<file path="src/source/soc_pkg.sv">
// Peripheral subsystem shared definitions
// Bus widths, address map regions, register offsets and the address word layout

package soc_pkg;

	localparam int ADDR_WIDTH = 32;
	localparam int DATA_WIDTH = 32;
	localparam int OFFSET_WIDTH = 12;

	// AHB transfer types that start a real access
	localparam logic [1:0] HTRANS_NONSEQ = 2'b10;
	localparam logic [1:0] HTRANS_SEQ = 2'b11;

	// Address bits 15:12 pick the slave
	typedef enum logic [3:0] {
		REGION_GPIO = 4'h0,
		REGION_TIMER = 4'h1,
		REGION_KPLIC = 4'h2
	} region_e;

	typedef logic [OFFSET_WIDTH-1:0] reg_offset_t;

	typedef struct packed {
		logic [15:0] upper;
		region_e region;
		reg_offset_t offset;
	} bus_addr_fields_t;

	// Same bus word seen as raw address or as region and offset
	typedef union packed {
		logic [ADDR_WIDTH-1:0] raw;
		bus_addr_fields_t fields;
	} bus_addr_u;

	// GPIO registers
	localparam reg_offset_t GPIO_OUT_OFS = 12'h000;
	localparam reg_offset_t GPIO_IN_OFS = 12'h004;

	// Machine timer registers
	localparam reg_offset_t MTIME_LO_OFS = 12'h000;
	localparam reg_offset_t MTIME_HI_OFS = 12'h004;
	localparam reg_offset_t MTIMECMP_LO_OFS = 12'h008;
	localparam reg_offset_t MTIMECMP_HI_OFS = 12'h00C;

	// Interrupt controller registers
	localparam reg_offset_t KPLIC_PENDING_OFS = 12'h000;
	localparam reg_offset_t KPLIC_ENABLE_OFS = 12'h004;
	localparam reg_offset_t KPLIC_CLAIM_OFS = 12'h008;

endpackage

</file>
<file path="src/source/reg_bus_if.sv">
// Register bus for one slave during the AHB data phase
// Decoder side strobes sel, slave side returns read data in the same cycle

`timescale 1ns/10ps

interface reg_bus_if import soc_pkg::*; ();

	// One-cycle access strobe
	logic sel;
	logic write;
	reg_offset_t offset;
	logic [DATA_WIDTH-1:0] wdata;
	// Driven from offset without a clock
	logic [DATA_WIDTH-1:0] rdata;

	modport decoder (
		output sel,
		output write,
		output offset,
		output wdata,
		input rdata
	);

	modport slave (
		input sel,
		input write,
		input offset,
		input wdata,
		output rdata
	);

endinterface

</file>
<file path="src/source/ahb_decoder.sv">
// AHB-lite slave port and address decoder
// Captures the address phase, strobes one slave in the data phase, muxes its read data

`timescale 1ns/10ps

module ahb_decoder import soc_pkg::*; (
	input logic HCLK,
	input logic reset,
	input logic [ADDR_WIDTH-1:0] haddr,
	input logic [1:0] htrans,
	input logic hwrite,
	input logic [DATA_WIDTH-1:0] hwdata,
	output logic [DATA_WIDTH-1:0] hrdata,
	reg_bus_if.decoder gpio_bus,
	reg_bus_if.decoder timer_bus,
	reg_bus_if.decoder kplic_bus
);

	bus_addr_u addr_word;
	logic addr_valid;

	// Data phase state
	logic data_valid;
	region_e region_q;
	reg_offset_t offset_q;
	logic write_q;

	assign addr_word.raw = haddr;
	assign addr_valid = (htrans == HTRANS_NONSEQ) || (htrans == HTRANS_SEQ);

	always_ff @(posedge HCLK) begin
		if (reset) begin
			data_valid <= 1'b0;
		end else begin
			data_valid <= addr_valid;
		end
	end

	// Address phase fields, held for the data phase
	always_ff @(posedge HCLK) begin
		if (addr_valid) begin
			region_q <= addr_word.fields.region;
			offset_q <= addr_word.fields.offset;
			write_q <= hwrite;
		end
	end

	// Only the captured region sees a strobe
	assign gpio_bus.sel = data_valid && (region_q == REGION_GPIO);
	assign timer_bus.sel = data_valid && (region_q == REGION_TIMER);
	assign kplic_bus.sel = data_valid && (region_q == REGION_KPLIC);

	assign gpio_bus.write = write_q;
	assign timer_bus.write = write_q;
	assign kplic_bus.write = write_q;

	assign gpio_bus.offset = offset_q;
	assign timer_bus.offset = offset_q;
	assign kplic_bus.offset = offset_q;

	// Write data arrives during the data phase itself
	assign gpio_bus.wdata = hwdata;
	assign timer_bus.wdata = hwdata;
	assign kplic_bus.wdata = hwdata;

	always_comb begin
		hrdata = '0;
		if (data_valid) begin
			case (region_q)
				REGION_GPIO: hrdata = gpio_bus.rdata;
				REGION_TIMER: hrdata = timer_bus.rdata;
				REGION_KPLIC: hrdata = kplic_bus.rdata;
				// Unmapped space reads zero
				default: hrdata = '0;
			endcase
		end
	end

endmodule

</file>
<file path="src/source/gpio.sv">
// GPIO block
// Output register plus a two-stage synchronizer on the inputs

`timescale 1ns/10ps

module gpio import soc_pkg::*; #(
	parameter int GPIO_WIDTH = 8
) (
	input logic HCLK,
	input logic reset,
	reg_bus_if.slave bus,
	input logic [GPIO_WIDTH-1:0] gpio_in,
	output logic [GPIO_WIDTH-1:0] gpio_out,
	output logic [GPIO_WIDTH-1:0] gpio_sync
);

	logic [GPIO_WIDTH-1:0] gpio_meta;

	always_ff @(posedge HCLK) begin
		if (reset) begin
			gpio_out <= '0;
		end else if (bus.sel && bus.write && (bus.offset == GPIO_OUT_OFS)) begin
			gpio_out <= bus.wdata[GPIO_WIDTH-1:0];
		end
	end

	// Pins are asynchronous to HCLK
	always_ff @(posedge HCLK) begin
		if (reset) begin
			gpio_meta <= '0;
			gpio_sync <= '0;
		end else begin
			gpio_meta <= gpio_in;
			gpio_sync <= gpio_meta;
		end
	end

	always_comb begin
		case (bus.offset)
			GPIO_OUT_OFS: bus.rdata = DATA_WIDTH'(gpio_out);
			GPIO_IN_OFS: bus.rdata = DATA_WIDTH'(gpio_sync);
			default: bus.rdata = '0;
		endcase
	end

endmodule

</file>
<file path="src/source/core_timer.sv">
// Machine timer
// Free-running 64-bit mtime against mtimecmp, raises the timer interrupt

`timescale 1ns/10ps

module core_timer import soc_pkg::*; (
	input logic HCLK,
	input logic reset,
	reg_bus_if.slave bus,
	output logic core_timer_int
);

	logic [2*DATA_WIDTH-1:0] mtime;
	logic [2*DATA_WIDTH-1:0] mtimecmp;
	logic wr_en;

	assign wr_en = bus.sel && bus.write;

	always_ff @(posedge HCLK) begin
		if (reset) begin
			mtime <= '0;
			mtimecmp <= '1;
		end else begin
			mtime <= mtime + 1'b1;
			// A word write replaces that half of the counter
			if (wr_en) begin
				case (bus.offset)
					MTIME_LO_OFS: begin
						mtime[DATA_WIDTH-1:0] <= bus.wdata;
					end
					MTIME_HI_OFS: begin
						mtime[2*DATA_WIDTH-1:DATA_WIDTH] <= bus.wdata;
					end
					MTIMECMP_LO_OFS: begin
						mtimecmp[DATA_WIDTH-1:0] <= bus.wdata;
					end
					MTIMECMP_HI_OFS: begin
						mtimecmp[2*DATA_WIDTH-1:DATA_WIDTH] <= bus.wdata;
					end
					default: begin
					end
				endcase
			end
		end
	end

	// Compare result, one cycle behind the counter
	always_ff @(posedge HCLK) begin
		if (reset) begin
			core_timer_int <= 1'b0;
		end else begin
			core_timer_int <= (mtime >= mtimecmp);
		end
	end

	always_comb begin
		case (bus.offset)
			MTIME_LO_OFS: bus.rdata = mtime[DATA_WIDTH-1:0];
			MTIME_HI_OFS: bus.rdata = mtime[2*DATA_WIDTH-1:DATA_WIDTH];
			MTIMECMP_LO_OFS: bus.rdata = mtimecmp[DATA_WIDTH-1:0];
			MTIMECMP_HI_OFS: bus.rdata = mtimecmp[2*DATA_WIDTH-1:DATA_WIDTH];
			default: bus.rdata = '0;
		endcase
	end

endmodule

</file>
<file path="src/source/kplic.sv">
// Interrupt controller
// Edge-triggered pending bits, enable mask, claim/complete and one interrupt line

`timescale 1ns/10ps

module kplic import soc_pkg::*; #(
	parameter int NUM_SOURCES = 8
) (
	input logic HCLK,
	input logic reset,
	reg_bus_if.slave bus,
	input logic [NUM_SOURCES-1:0] sources,
	output logic irq
);

	// Claim IDs run from 1 to NUM_SOURCES, zero means none
	localparam int ID_WIDTH = $clog2(NUM_SOURCES + 1);

	logic [NUM_SOURCES-1:0] sources_q;
	logic [NUM_SOURCES-1:0] rise;
	logic [NUM_SOURCES-1:0] pending;
	logic [NUM_SOURCES-1:0] enable;
	logic [NUM_SOURCES-1:0] active;
	logic [NUM_SOURCES-1:0] complete_mask;
	logic [ID_WIDTH-1:0] claim_id;
	logic complete_wr;

	assign rise = sources & ~sources_q;
	assign active = pending & enable;
	assign complete_wr = bus.sel && bus.write && (bus.offset == KPLIC_CLAIM_OFS);

	// Completion names the source by its ID
	always_comb begin
		for (int i = 0; i < NUM_SOURCES; i++) begin
			complete_mask[i] = complete_wr && (bus.wdata == DATA_WIDTH'(i + 1));
		end
	end

	// Lowest-numbered active source wins
	always_comb begin
		claim_id = '0;
		for (int i = NUM_SOURCES - 1; i >= 0; i--) begin
			if (active[i]) begin
				claim_id = ID_WIDTH'(i + 1);
			end
		end
	end

	always_ff @(posedge HCLK) begin
		if (reset) begin
			sources_q <= '0;
			pending <= '0;
		end else begin
			sources_q <= sources;
			// New edge beats a completion of the same source
			pending <= (pending & ~complete_mask) | rise;
		end
	end

	always_ff @(posedge HCLK) begin
		if (reset) begin
			enable <= '0;
		end else if (bus.sel && bus.write && (bus.offset == KPLIC_ENABLE_OFS)) begin
			enable <= bus.wdata[NUM_SOURCES-1:0];
		end
	end

	always_ff @(posedge HCLK) begin
		if (reset) begin
			irq <= 1'b0;
		end else begin
			irq <= |active;
		end
	end

	// Claim read leaves pending alone
	always_comb begin
		case (bus.offset)
			KPLIC_PENDING_OFS: bus.rdata = DATA_WIDTH'(pending);
			KPLIC_ENABLE_OFS: bus.rdata = DATA_WIDTH'(enable);
			KPLIC_CLAIM_OFS: bus.rdata = DATA_WIDTH'(claim_id);
			default: bus.rdata = '0;
		endcase
	end

endmodule

</file>
<file path="src/source/periph_ss.sv">
// Peripheral subsystem top
// AHB-lite port, decoder, GPIO, machine timer and interrupt controller

`timescale 1ns/10ps

module periph_ss import soc_pkg::*; #(
	parameter int GPIO_WIDTH = 8
) (
	input logic HCLK,
	input logic reset,
	input logic [ADDR_WIDTH-1:0] haddr,
	input logic [1:0] htrans,
	input logic hwrite,
	input logic [DATA_WIDTH-1:0] hwdata,
	output logic [DATA_WIDTH-1:0] hrdata,
	input logic [GPIO_WIDTH-1:0] gpio_in,
	output logic [GPIO_WIDTH-1:0] gpio_out,
	output logic irq
);

	logic [GPIO_WIDTH-1:0] gpio_sync;
	logic core_timer_int;
	logic [GPIO_WIDTH-1:0] kplic_sources;

	reg_bus_if gpio_bus ();
	reg_bus_if timer_bus ();
	reg_bus_if kplic_bus ();

	// Source 0 is the timer, the rest are GPIO inputs
	assign kplic_sources = {gpio_sync[GPIO_WIDTH-1:1], core_timer_int};

	ahb_decoder u_ahb_decoder (
		.HCLK		(HCLK),
		.reset		(reset),
		.haddr		(haddr),
		.htrans		(htrans),
		.hwrite		(hwrite),
		.hwdata		(hwdata),
		.hrdata		(hrdata),
		.gpio_bus	(gpio_bus),
		.timer_bus	(timer_bus),
		.kplic_bus	(kplic_bus)
	);

	gpio #(
		.GPIO_WIDTH	(GPIO_WIDTH)
	) u_gpio (
		.HCLK		(HCLK),
		.reset		(reset),
		.bus		(gpio_bus),
		.gpio_in	(gpio_in),
		.gpio_out	(gpio_out),
		.gpio_sync	(gpio_sync)
	);

	core_timer u_core_timer (
		.HCLK		(HCLK),
		.reset		(reset),
		.bus		(timer_bus),
		.core_timer_int	(core_timer_int)
	);

	kplic #(
		.NUM_SOURCES	(GPIO_WIDTH)
	) u_kplic (
		.HCLK		(HCLK),
		.reset		(reset),
		.bus		(kplic_bus),
		.sources	(kplic_sources),
		.irq		(irq)
	);

endmodule

</file>
<file path="config.mk">
export PLATFORM = sky130hd
export DESIGN_NAME = periph_ss
export DESIGN_NICKNAME = d
export VERILOG_FILES = /design/src/source/soc_pkg.sv /design/src/source/reg_bus_if.sv /design/src/source/ahb_decoder.sv /design/src/source/gpio.sv /design/src/source/core_timer.sv /design/src/source/kplic.sv /design/src/source/periph_ss.sv
export SDC_FILE = /design/constraint.sdc
export NUM_CORES = 1
export LEC_CHECK = 0
export BUFFER_PORTS_ARGS = -buffer_cell sky130_fd_sc_hd__buf_2
export CAP_MARGIN = 25
export CORE_ASPECT_RATIO = 0.5
export CORE_UTILIZATION = 45
export CTS_CLUSTER_SIZE = 20
export DETAILED_ROUTE_END_ITERATION = 7
export MAX_ROUTING_LAYER = met4
export PLACE_DENSITY = 0.67
export SYNTH_ARGS = -nofsm -noshare
export SYNTH_HDL_FRONTEND = slang
export SYNTH_SLANG_ARGS = --single-unit
</file>
<file path="constraint.sdc">
create_clock -name HCLK -period 2.2 [get_ports HCLK]
set_input_delay 0 -clock HCLK [delete_from_list [all_inputs] [get_ports HCLK]]
set_output_delay 0 -clock HCLK [all_outputs]
set_load 0.01 [all_outputs]
</file>
==> results.sh, run 1 <==
export IMPL_rows=39
export IMPL_layout_nets=1638
export IMPL_grt_antenna_before_repair=0
export IMPL_hold_depth=4
export IMPL_start_util_pct=46.64
export IMPL_path_common_cell="buf_6"
export IMPL_syn_area_sq_um=10810
export IMPL_first_global_vias=10345
export IMPL_crit_type="reg2out"
export IMPL_drtIter0Drc=1308
export IMPL_grt_start_max_net_pins=112
export IMPL_clock_skew_ps=12.96
export IMPL_ys_types=64
export IMPL_min_from="hwdata[5]"
export IMPL_worstPathMaxFanout=3
export IMPL_overflow=0
export IMPL_layout_min_cycle_time_ps=2417
export IMPL_outcome="complete, but fails checks"
export IMPL_ys_warn_count=0
export IMPL_syn_avg_cell_area_sq_um=8.711
export IMPL_clk_pin_slew_ps=80
export IMPL_antenna_left=0
export IMPL_firstDrtPassIters=8
export IMPL_clockBufferDepth=2
export IMPL_drc=0
export IMPL_synth_area_leaders="dfxtp_1 (33%), ha_1 (7.5%), edfxtp_1 (4.7%)"
export IMPL_post_dp_hpwl_microns=24810
export IMPL_synth_top_cell_area_share_pct=33.15
export IMPL_ff2ff_setup_slack_ps=-140
export IMPL_synth_enable_flop_cells=17
export IMPL_slowest_delay_ps=430
export IMPL_worstSetupStartpointType="flop"
export IMPL_period_share_pct=109.8
export IMPL_drive_above_1_share_pct=27.83
export IMPL_hold_path_end="u_core_timer.mtimecmp[37]"
export IMPL_wl_microns=37620
export IMPL_synth_largest_area_cell="dfxtp_1"
export IMPL_r2r_cells=7
export IMPL_final_util_pct=63.16
export IMPL_powerDensity_nw_per_um2=504.4
export IMPL_die_area_sq_um=24680
export IMPL_synthToLayoutAreaGrowth_pct=35.42
export IMPL_die_x_microns=221.2
export IMPL_ys_async_sr_fraction_pct=0
export IMPL_hold_violations=0
export IMPL_via_per_inst=5.976
export IMPL_p_leak_nw=6.424
export IMPL_cts_made_buffers=17
export IMPL_grt_usage_pct=30.41
export IMPL_ys_seq_elements=196
export IMPL_numClockSinks=196
export IMPL_cap_violations=0
export IMPL_rr_startpoint="u_ahb_decoder.region_q[0]"
export IMPL_critPathSlowestCell="edfxtp_1"
export IMPL_r2r_end="u_kplic.pending[2]"
export IMPL_finalSetupViolCount=60
export IMPL_gp_congestion=0.9061
export IMPL_diodes=0
export IMPL_violations="negative setup slack"
export IMPL_avgRoutedWirePerCell_microns=20.72
export IMPL_syn_num_nets=1383
export IMPL_fill_cells=1871
export IMPL_port_buffers=100
export IMPL_fin_cells=1816
export IMPL_rsz0062_at_grt="yes"
export IMPL_dp_cells=1691
export IMPL_maxSlewViolCount=0
export IMPL_layout_setup_ws_ps=-216.7
export IMPL_crit_chain="nor4_4, and4b_2, buf_6, and3_4, buf_6, a221oi_2, a21oi_1, buf_2"
export IMPL_arrival_ps=2420
export IMPL_maxSlewHeadroom_pct=48.36
export IMPL_die_h_microns=111.6
export IMPL_synth_seq_area_share_pct=37.87
export IMPL_ir_drop_mv=0.5394
export IMPL_crit_required_ps=2200
export IMPL_grt_pass1_wl_microns=56550
export IMPL_max_freq_mhz=413.8
export IMPL_tightest_slew_ps=774.6
export IMPL_cts_tree="yes"
export IMPL_hold_slack_ps=33.60
export IMPL_coreArea_sq_um=23180
export IMPL_synthCells=1241
export IMPL_hp_class="in2reg"
export IMPL_endpoint_kind="output pin"
export IMPL_root_buffer="clkbuf_16"
export IMPL_placed_area_sq_um=12500
export IMPL_ios=118
export IMPL_num_vias=10852
export IMPL_worstSkewPairLatency_ps=460
export IMPL_design_area_sq_um=14640
export IMPL_htreeDepth=4
export IMPL_ys_flop_type="dfxtp_1"
sequential cells by signal (all words and copies together) (netlist names), 4 cells and up:
signal                         flops
u_core_timer.mtimecmp             64
u_ahb_decoder.region_q             4
u_gpio.gpio_meta                   8
u_gpio.gpio_sync                   8
u_core_timer.mtime                64
u_ahb_decoder.gpio_bus.offset     12
u_gpio.gpio_out                    8
u_kplic.pending                    8
u_kplic.sources_q                  8
u_kplic.enable                     8
final cells by class:
class	count	area, sq um	share of cell area [%]
multi-input combinational	885	6633	45.31
sequential	196	4113	28.09
timing repair buffer	310	2629	17.96
clock buffer	19	442.9	3.026
clock inverter	13	115.1	0.7863
tap	307	384.1	2.624
inverter	86	322.8	2.205
Yosys cell counts (all sizes together) (20+ instances only):
| cell | number |
|---|---|
| a211oi | 66 |
| a21oi | 31 |
| a222oi | 27 |
| clkbuf | 67 |
| dfxtp | 179 |
| ha | 65 |
| inv | 86 |
| mux2 | 23 |
| mux2i | 25 |
| nand2 | 130 |
| nand3 | 39 |
| nand4 | 25 |
| nor2 | 131 |
| nor2b | 30 |
| nor3 | 27 |
| nor4 | 24 |
| o211ai | 64 |
| o21ai | 20 |
| xnor2 | 40 |
| xor2 | 22 |
how the worst max path moves through the flow:
| stage | startpoint | cells past startpoint | end | slack, ps |
|---|---|---|---|---|
| 2_1_floorplan | u_core_timer.mtime[32] | 7 | u_core_timer.mtime[59] | -30 |
| 3_3_place_gp | u_ahb_decoder.region_q[0] | 6 | u_kplic.pending[2] | -120 |
| 3_5_place_dp | u_ahb_decoder.region_q[0] | 6 | u_kplic.pending[2] | -120 |
| 4_1_cts | u_ahb_decoder.gpio_bus.offset[4] | 8 | hrdata[6] | -220 |
| 5_1_grt | u_ahb_decoder.gpio_bus.offset[9] | 7 | hrdata[1] | -290 |
| 6_report | u_ahb_decoder.gpio_bus.offset[9] | 8 | hrdata[0] | -220 |
layout by cell type, fill, tap and decap left out, types with 23 or more instances in the layout:
cell	Yosys	layout
a222oi_1	27	27
ha_1	65	65
mux2i_1	25	24
dlygate4sd3_1	0	54
nand4_1	24	24
mux2_2	23	23
dfxtp_1	179	168
buf_4	0	111
nor2b_1	30	30
a211oi_1	63	59
o211ai_1	64	64
inv_1	85	85
buf_2	3	100
xnor2_1	40	39
nand2_1	130	126
a21oi_1	31	26
nand3_1	38	32
nor2_1	131	127
stage by stage:
step | setup TNS, ps | worst slack, ps | total power [W]
2_1_floorplan | -86.03 | -32.48 | 0.003981
3_3_place_gp | -370.0 | -117.4 | 0.004225
3_5_place_dp | -896.9 | -120.1 | 0.004231
4_1_cts | -5883 | -218.2 | 0.007363
5_1_grt | -11740 | -285.0 | 0.007611
6_report | -4605 | -216.7 | 0.007384
metal layers:
metal | vias up | global-route usage, % | part of all wire [%]
met5 | - | - | 0
met4 | 0 | 10.86 | 2.6
met3 | 74 | 5.701 | 9.3
met2 | 520 | 45.59 | 44
met1 | 5226 | 40.88 | 44
li1 | 5032 | - | -
where the power goes:
part	internal [W]	switching [W]	total, W
Clock	0.00152	0.00158	0.00309
Sequential	0.00365	0.0000449	0.00369
Combinational	0.000267	0.000328	0.000595
Total	0.00544	0.00195	0.00738
cells by family (layout without fill, tap and decap cells):
family          Yosys count  after routing  synth area share, %
flops                   196            196                37.87
mux                      53             53                5.752
xor+xnor                 62             62                5.023
fa+ha+maj                65             65                7.523
simple gates            454            454                20.91
compound gates          251            251                17.26
buf+inv                 160            428                5.660
critical path: cells and delay by family (launching register included):
family,cells,cell delay [ps]
AND/OR/NAND/NOR,3,880
flip-flops,1,430
buffers and inverters,3,400
AO/OA/AOI/OAI,2,240
repair_timing:
| action | in CTS | in global routing |
|---|---|---|
| endpoints found under the setup margin | 68 | 127 |
| hold endpoints to repair | 156 | 0 |
| pin swaps | 30 | 30 |
| gates resized for setup | 57 | 80 |
| buffers inserted | 17 | 15 |
| cloned | 2 | 6 |
| hold buffers | 54 | 0 |
(Power assumes the default switching activity.)
==> inputs of run 2 (changes only) <==
==> constraint.sdc (replaced) <==
create_clock -name HCLK -period 2.2 [get_ports HCLK]
set_input_delay 0.55 -clock HCLK [delete_from_list [all_inputs] [get_ports HCLK]]
set_output_delay 0.55 -clock HCLK [all_outputs]
set_load 0.01 [all_outputs]
==> run 2 against run 1 <==
  * The flow finishes with violations (design-rule violations, negative setup slack)
  * Via count increased by 9.5%
  * Setup slack got worse by 520 ps
  * Clock power increased by 3%
  * Utilization is 7.0 points higher
  * Worst hold slack better by 230 ps
  * Combinational power up 7.7%
  * Critical endpoint is now hrdata[15]
==> results.sh, run 2 (synthesized netlist as in run 1, its figures left out) <==
export IMPL_r2r_end="u_core_timer.mtimecmp[30]"
export IMPL_die_x_microns=221.2
export IMPL_drive_above_1_share_pct=41.22
export IMPL_firstDrtPassIters=8
export IMPL_seqCellArea_sq_um=4144
export IMPL_worstPathMaxFanout=5
export IMPL_worstSkewPairLatency_ps=460
export IMPL_ir_drop_mv=0.4936
export IMPL_cap_violations=0
export IMPL_rr_startpoint="u_ahb_decoder.gpio_bus.offset[1]"
export IMPL_clk_pin_slew_ps=70
export IMPL_total_power_w=0.007514
export IMPL_critPathSlowestCell="edfxtp_1"
export IMPL_layout_min_cycle_time_ps=2932
export IMPL_worstSetupStartpointType="flop"
export IMPL_place_ws_ps=-404.7
export IMPL_cts_made_buffers=17
export IMPL_grt_use_met1_pct=44.45
export IMPL_final_cell_mix="buf_4 (195), dfxtp_1 (149), nand2_1 (120), nor2_1 (86), inv_1 (83)"
export IMPL_endpoint_kind="output pin"
export IMPL_min_from="haddr[3]"
export IMPL_die_area_sq_um=24680
export IMPL_final_util_pct=70.18
export IMPL_via_per_inst=6.304
export IMPL_first_global_vias=10597
export IMPL_die_h_microns=111.6
export IMPL_grtUsageMet3_pct=5.595
export IMPL_gp_congestion=0.9500
export IMPL_hp_class="in2reg"
export IMPL_grt_busiest_layer="met2"
export IMPL_path_common_cell="nor2_4"
export IMPL_multi_input_comb_area_sq_um=7272
export IMPL_ff2ff_setup_slack_ps=-300
export IMPL_antenna_left=0
export IMPL_hold_path_end="u_ahb_decoder.gpio_bus.offset[3]"
export IMPL_hold_depth=1
export IMPL_period_share_pct=133.3
export IMPL_hold_violations=0
export IMPL_outcome="complete, but fails checks"
export IMPL_numClockSinks=196
export IMPL_arrival_ps=2380
export IMPL_wl_microns=45120
export IMPL_max_freq_mhz=341.1
export IMPL_cts_tree="yes"
export IMPL_clockBufferDepth=2
export IMPL_tightest_slew_ps=671.4
export IMPL_layout_setup_ws_ps=-732.0
export IMPL_grtUsageMet2_pct=47.70
export IMPL_placed_area_sq_um=13430
export IMPL_avgRoutedWirePerCell_microns=23.94
export IMPL_layout_nets=1706
export IMPL_grt_antenna_before_repair=0
export IMPL_maxSlewViolCount=0
export IMPL_clock_skew_ps=11.40
export IMPL_overflow=0
export IMPL_maxSlewHeadroom_pct=54.82
export IMPL_drtIter0Drc=1848
export IMPL_grt_usage_pct=32.30
export IMPL_crit_buf_inv=4
export IMPL_synthToLayoutAreaGrowth_pct=50.47
export IMPL_finalSetupViolCount=121
export IMPL_r2r_cells=11
export IMPL_rows=39
export IMPL_start_util_pct=46.64
export IMPL_crit_family="simple AND/OR/NAND/NOR gates"
export IMPL_design_area_sq_um=16270
export IMPL_slowest_delay_ps=410
export IMPL_p_leak_nw=7.100
export IMPL_coreArea_sq_um=23180
export IMPL_ios=118
export IMPL_grt_pass1_wl_microns=59750
export IMPL_crit_type="reg2out"
export IMPL_root_buffer="clkbuf_16"
export IMPL_rsz0062_at_grt="yes"
export IMPL_num_vias=11883
export IMPL_drc=2
export IMPL_fill_cells=1581
export IMPL_crit_chain="nor4_4, buf_4, nand3_4, nor2_4, buf_12, clkbuf_16, a222oi_1, nor2_4, buf_6"
export IMPL_grt_start_max_net_pins=112
export IMPL_violations="design-rule violations, negative setup slack"
export IMPL_crit_required_ps=1650
export IMPL_htreeDepth=4
export IMPL_post_dp_hpwl_microns=26050
export IMPL_final_common_cell="buf_4"
export IMPL_powerDensity_nw_per_um2=461.9
export IMPL_port_buffers=100
[run 2: final cells by class]
class	instances	share of cell area (%)
multi-input combinational	887	44.70
clock inverter	15	0.9076
sequential	196	25.47
inverter	86	1.984
clock buffer	17	2.615
antenna	1	0.01538
tap	307	2.361
timing repair buffer	376	21.94
[run 2: worst register-to-register path, cell delays in order (launching register included)]
cell and delay, ps:
edfxtp_1 410, nor4_4 310, buf_4 180, and4b_4 310
buf_4 210, nand2_2 90, buf_6 150, nor2_4 110
buf_12 150, bufbuf_16 270, nand2_1 80, o211ai_1 140
[run 2: worst max-delay path by stage]
stage | from | end | slack, ps | depth (start not counted)
6_report | u_ahb_decoder.gpio_bus.offset[1] | hrdata[15] | -730 | 9
5_1_grt | u_ahb_decoder.gpio_bus.offset[10] | hrdata[15] | -830 | 9
4_1_cts | u_ahb_decoder.gpio_bus.offset[9] | hrdata[1] | -740 | 6
3_5_place_dp | hwdata[5] | u_kplic.pending[2] | -400 | 9
3_3_place_gp | u_ahb_decoder.gpio_bus.offset[4] | u_kplic.pending[0] | -380 | 8
2_1_floorplan | u_ahb_decoder.region_q[3] | hrdata[1] | -70 | 5
[run 2: repair_timing]
item,4_1_cts,5_1_grt
hold buffers,0,0
gates resized for setup,97,174
setup buffers,28,21
pin swaps,54,71
cloned,7,20
endpoints found under the hold margin,0,0
setup endpoints to repair,126,157
[run 2: report_power, final]
part | internal (W) | switching, W
sequential | 0.00365 | 0.0000377
clock | 0.00160 | 0.00159
combinational | 0.000283 | 0.000359
total | 0.00553 | 0.00199
[run 2: metal layers]
layer	share of wire [%]	vias up
met5	0	-
met4	5.3	0
met3	13	207
met2	42	828
met1	40	5686
li1	-	5162
[run 2: per-stage QoR]
step           hold slack (ps)  TNS, ps  std cells
2_1_floorplan            413.8   -442.3       1241
3_3_place_gp             421.2   -14930       1781
3_5_place_dp             425.4   -16240       1781
4_1_cts                  249.4   -30640       1845
5_1_grt                  244.1   -43490       1884
6_report                 262.8   -32260       1885
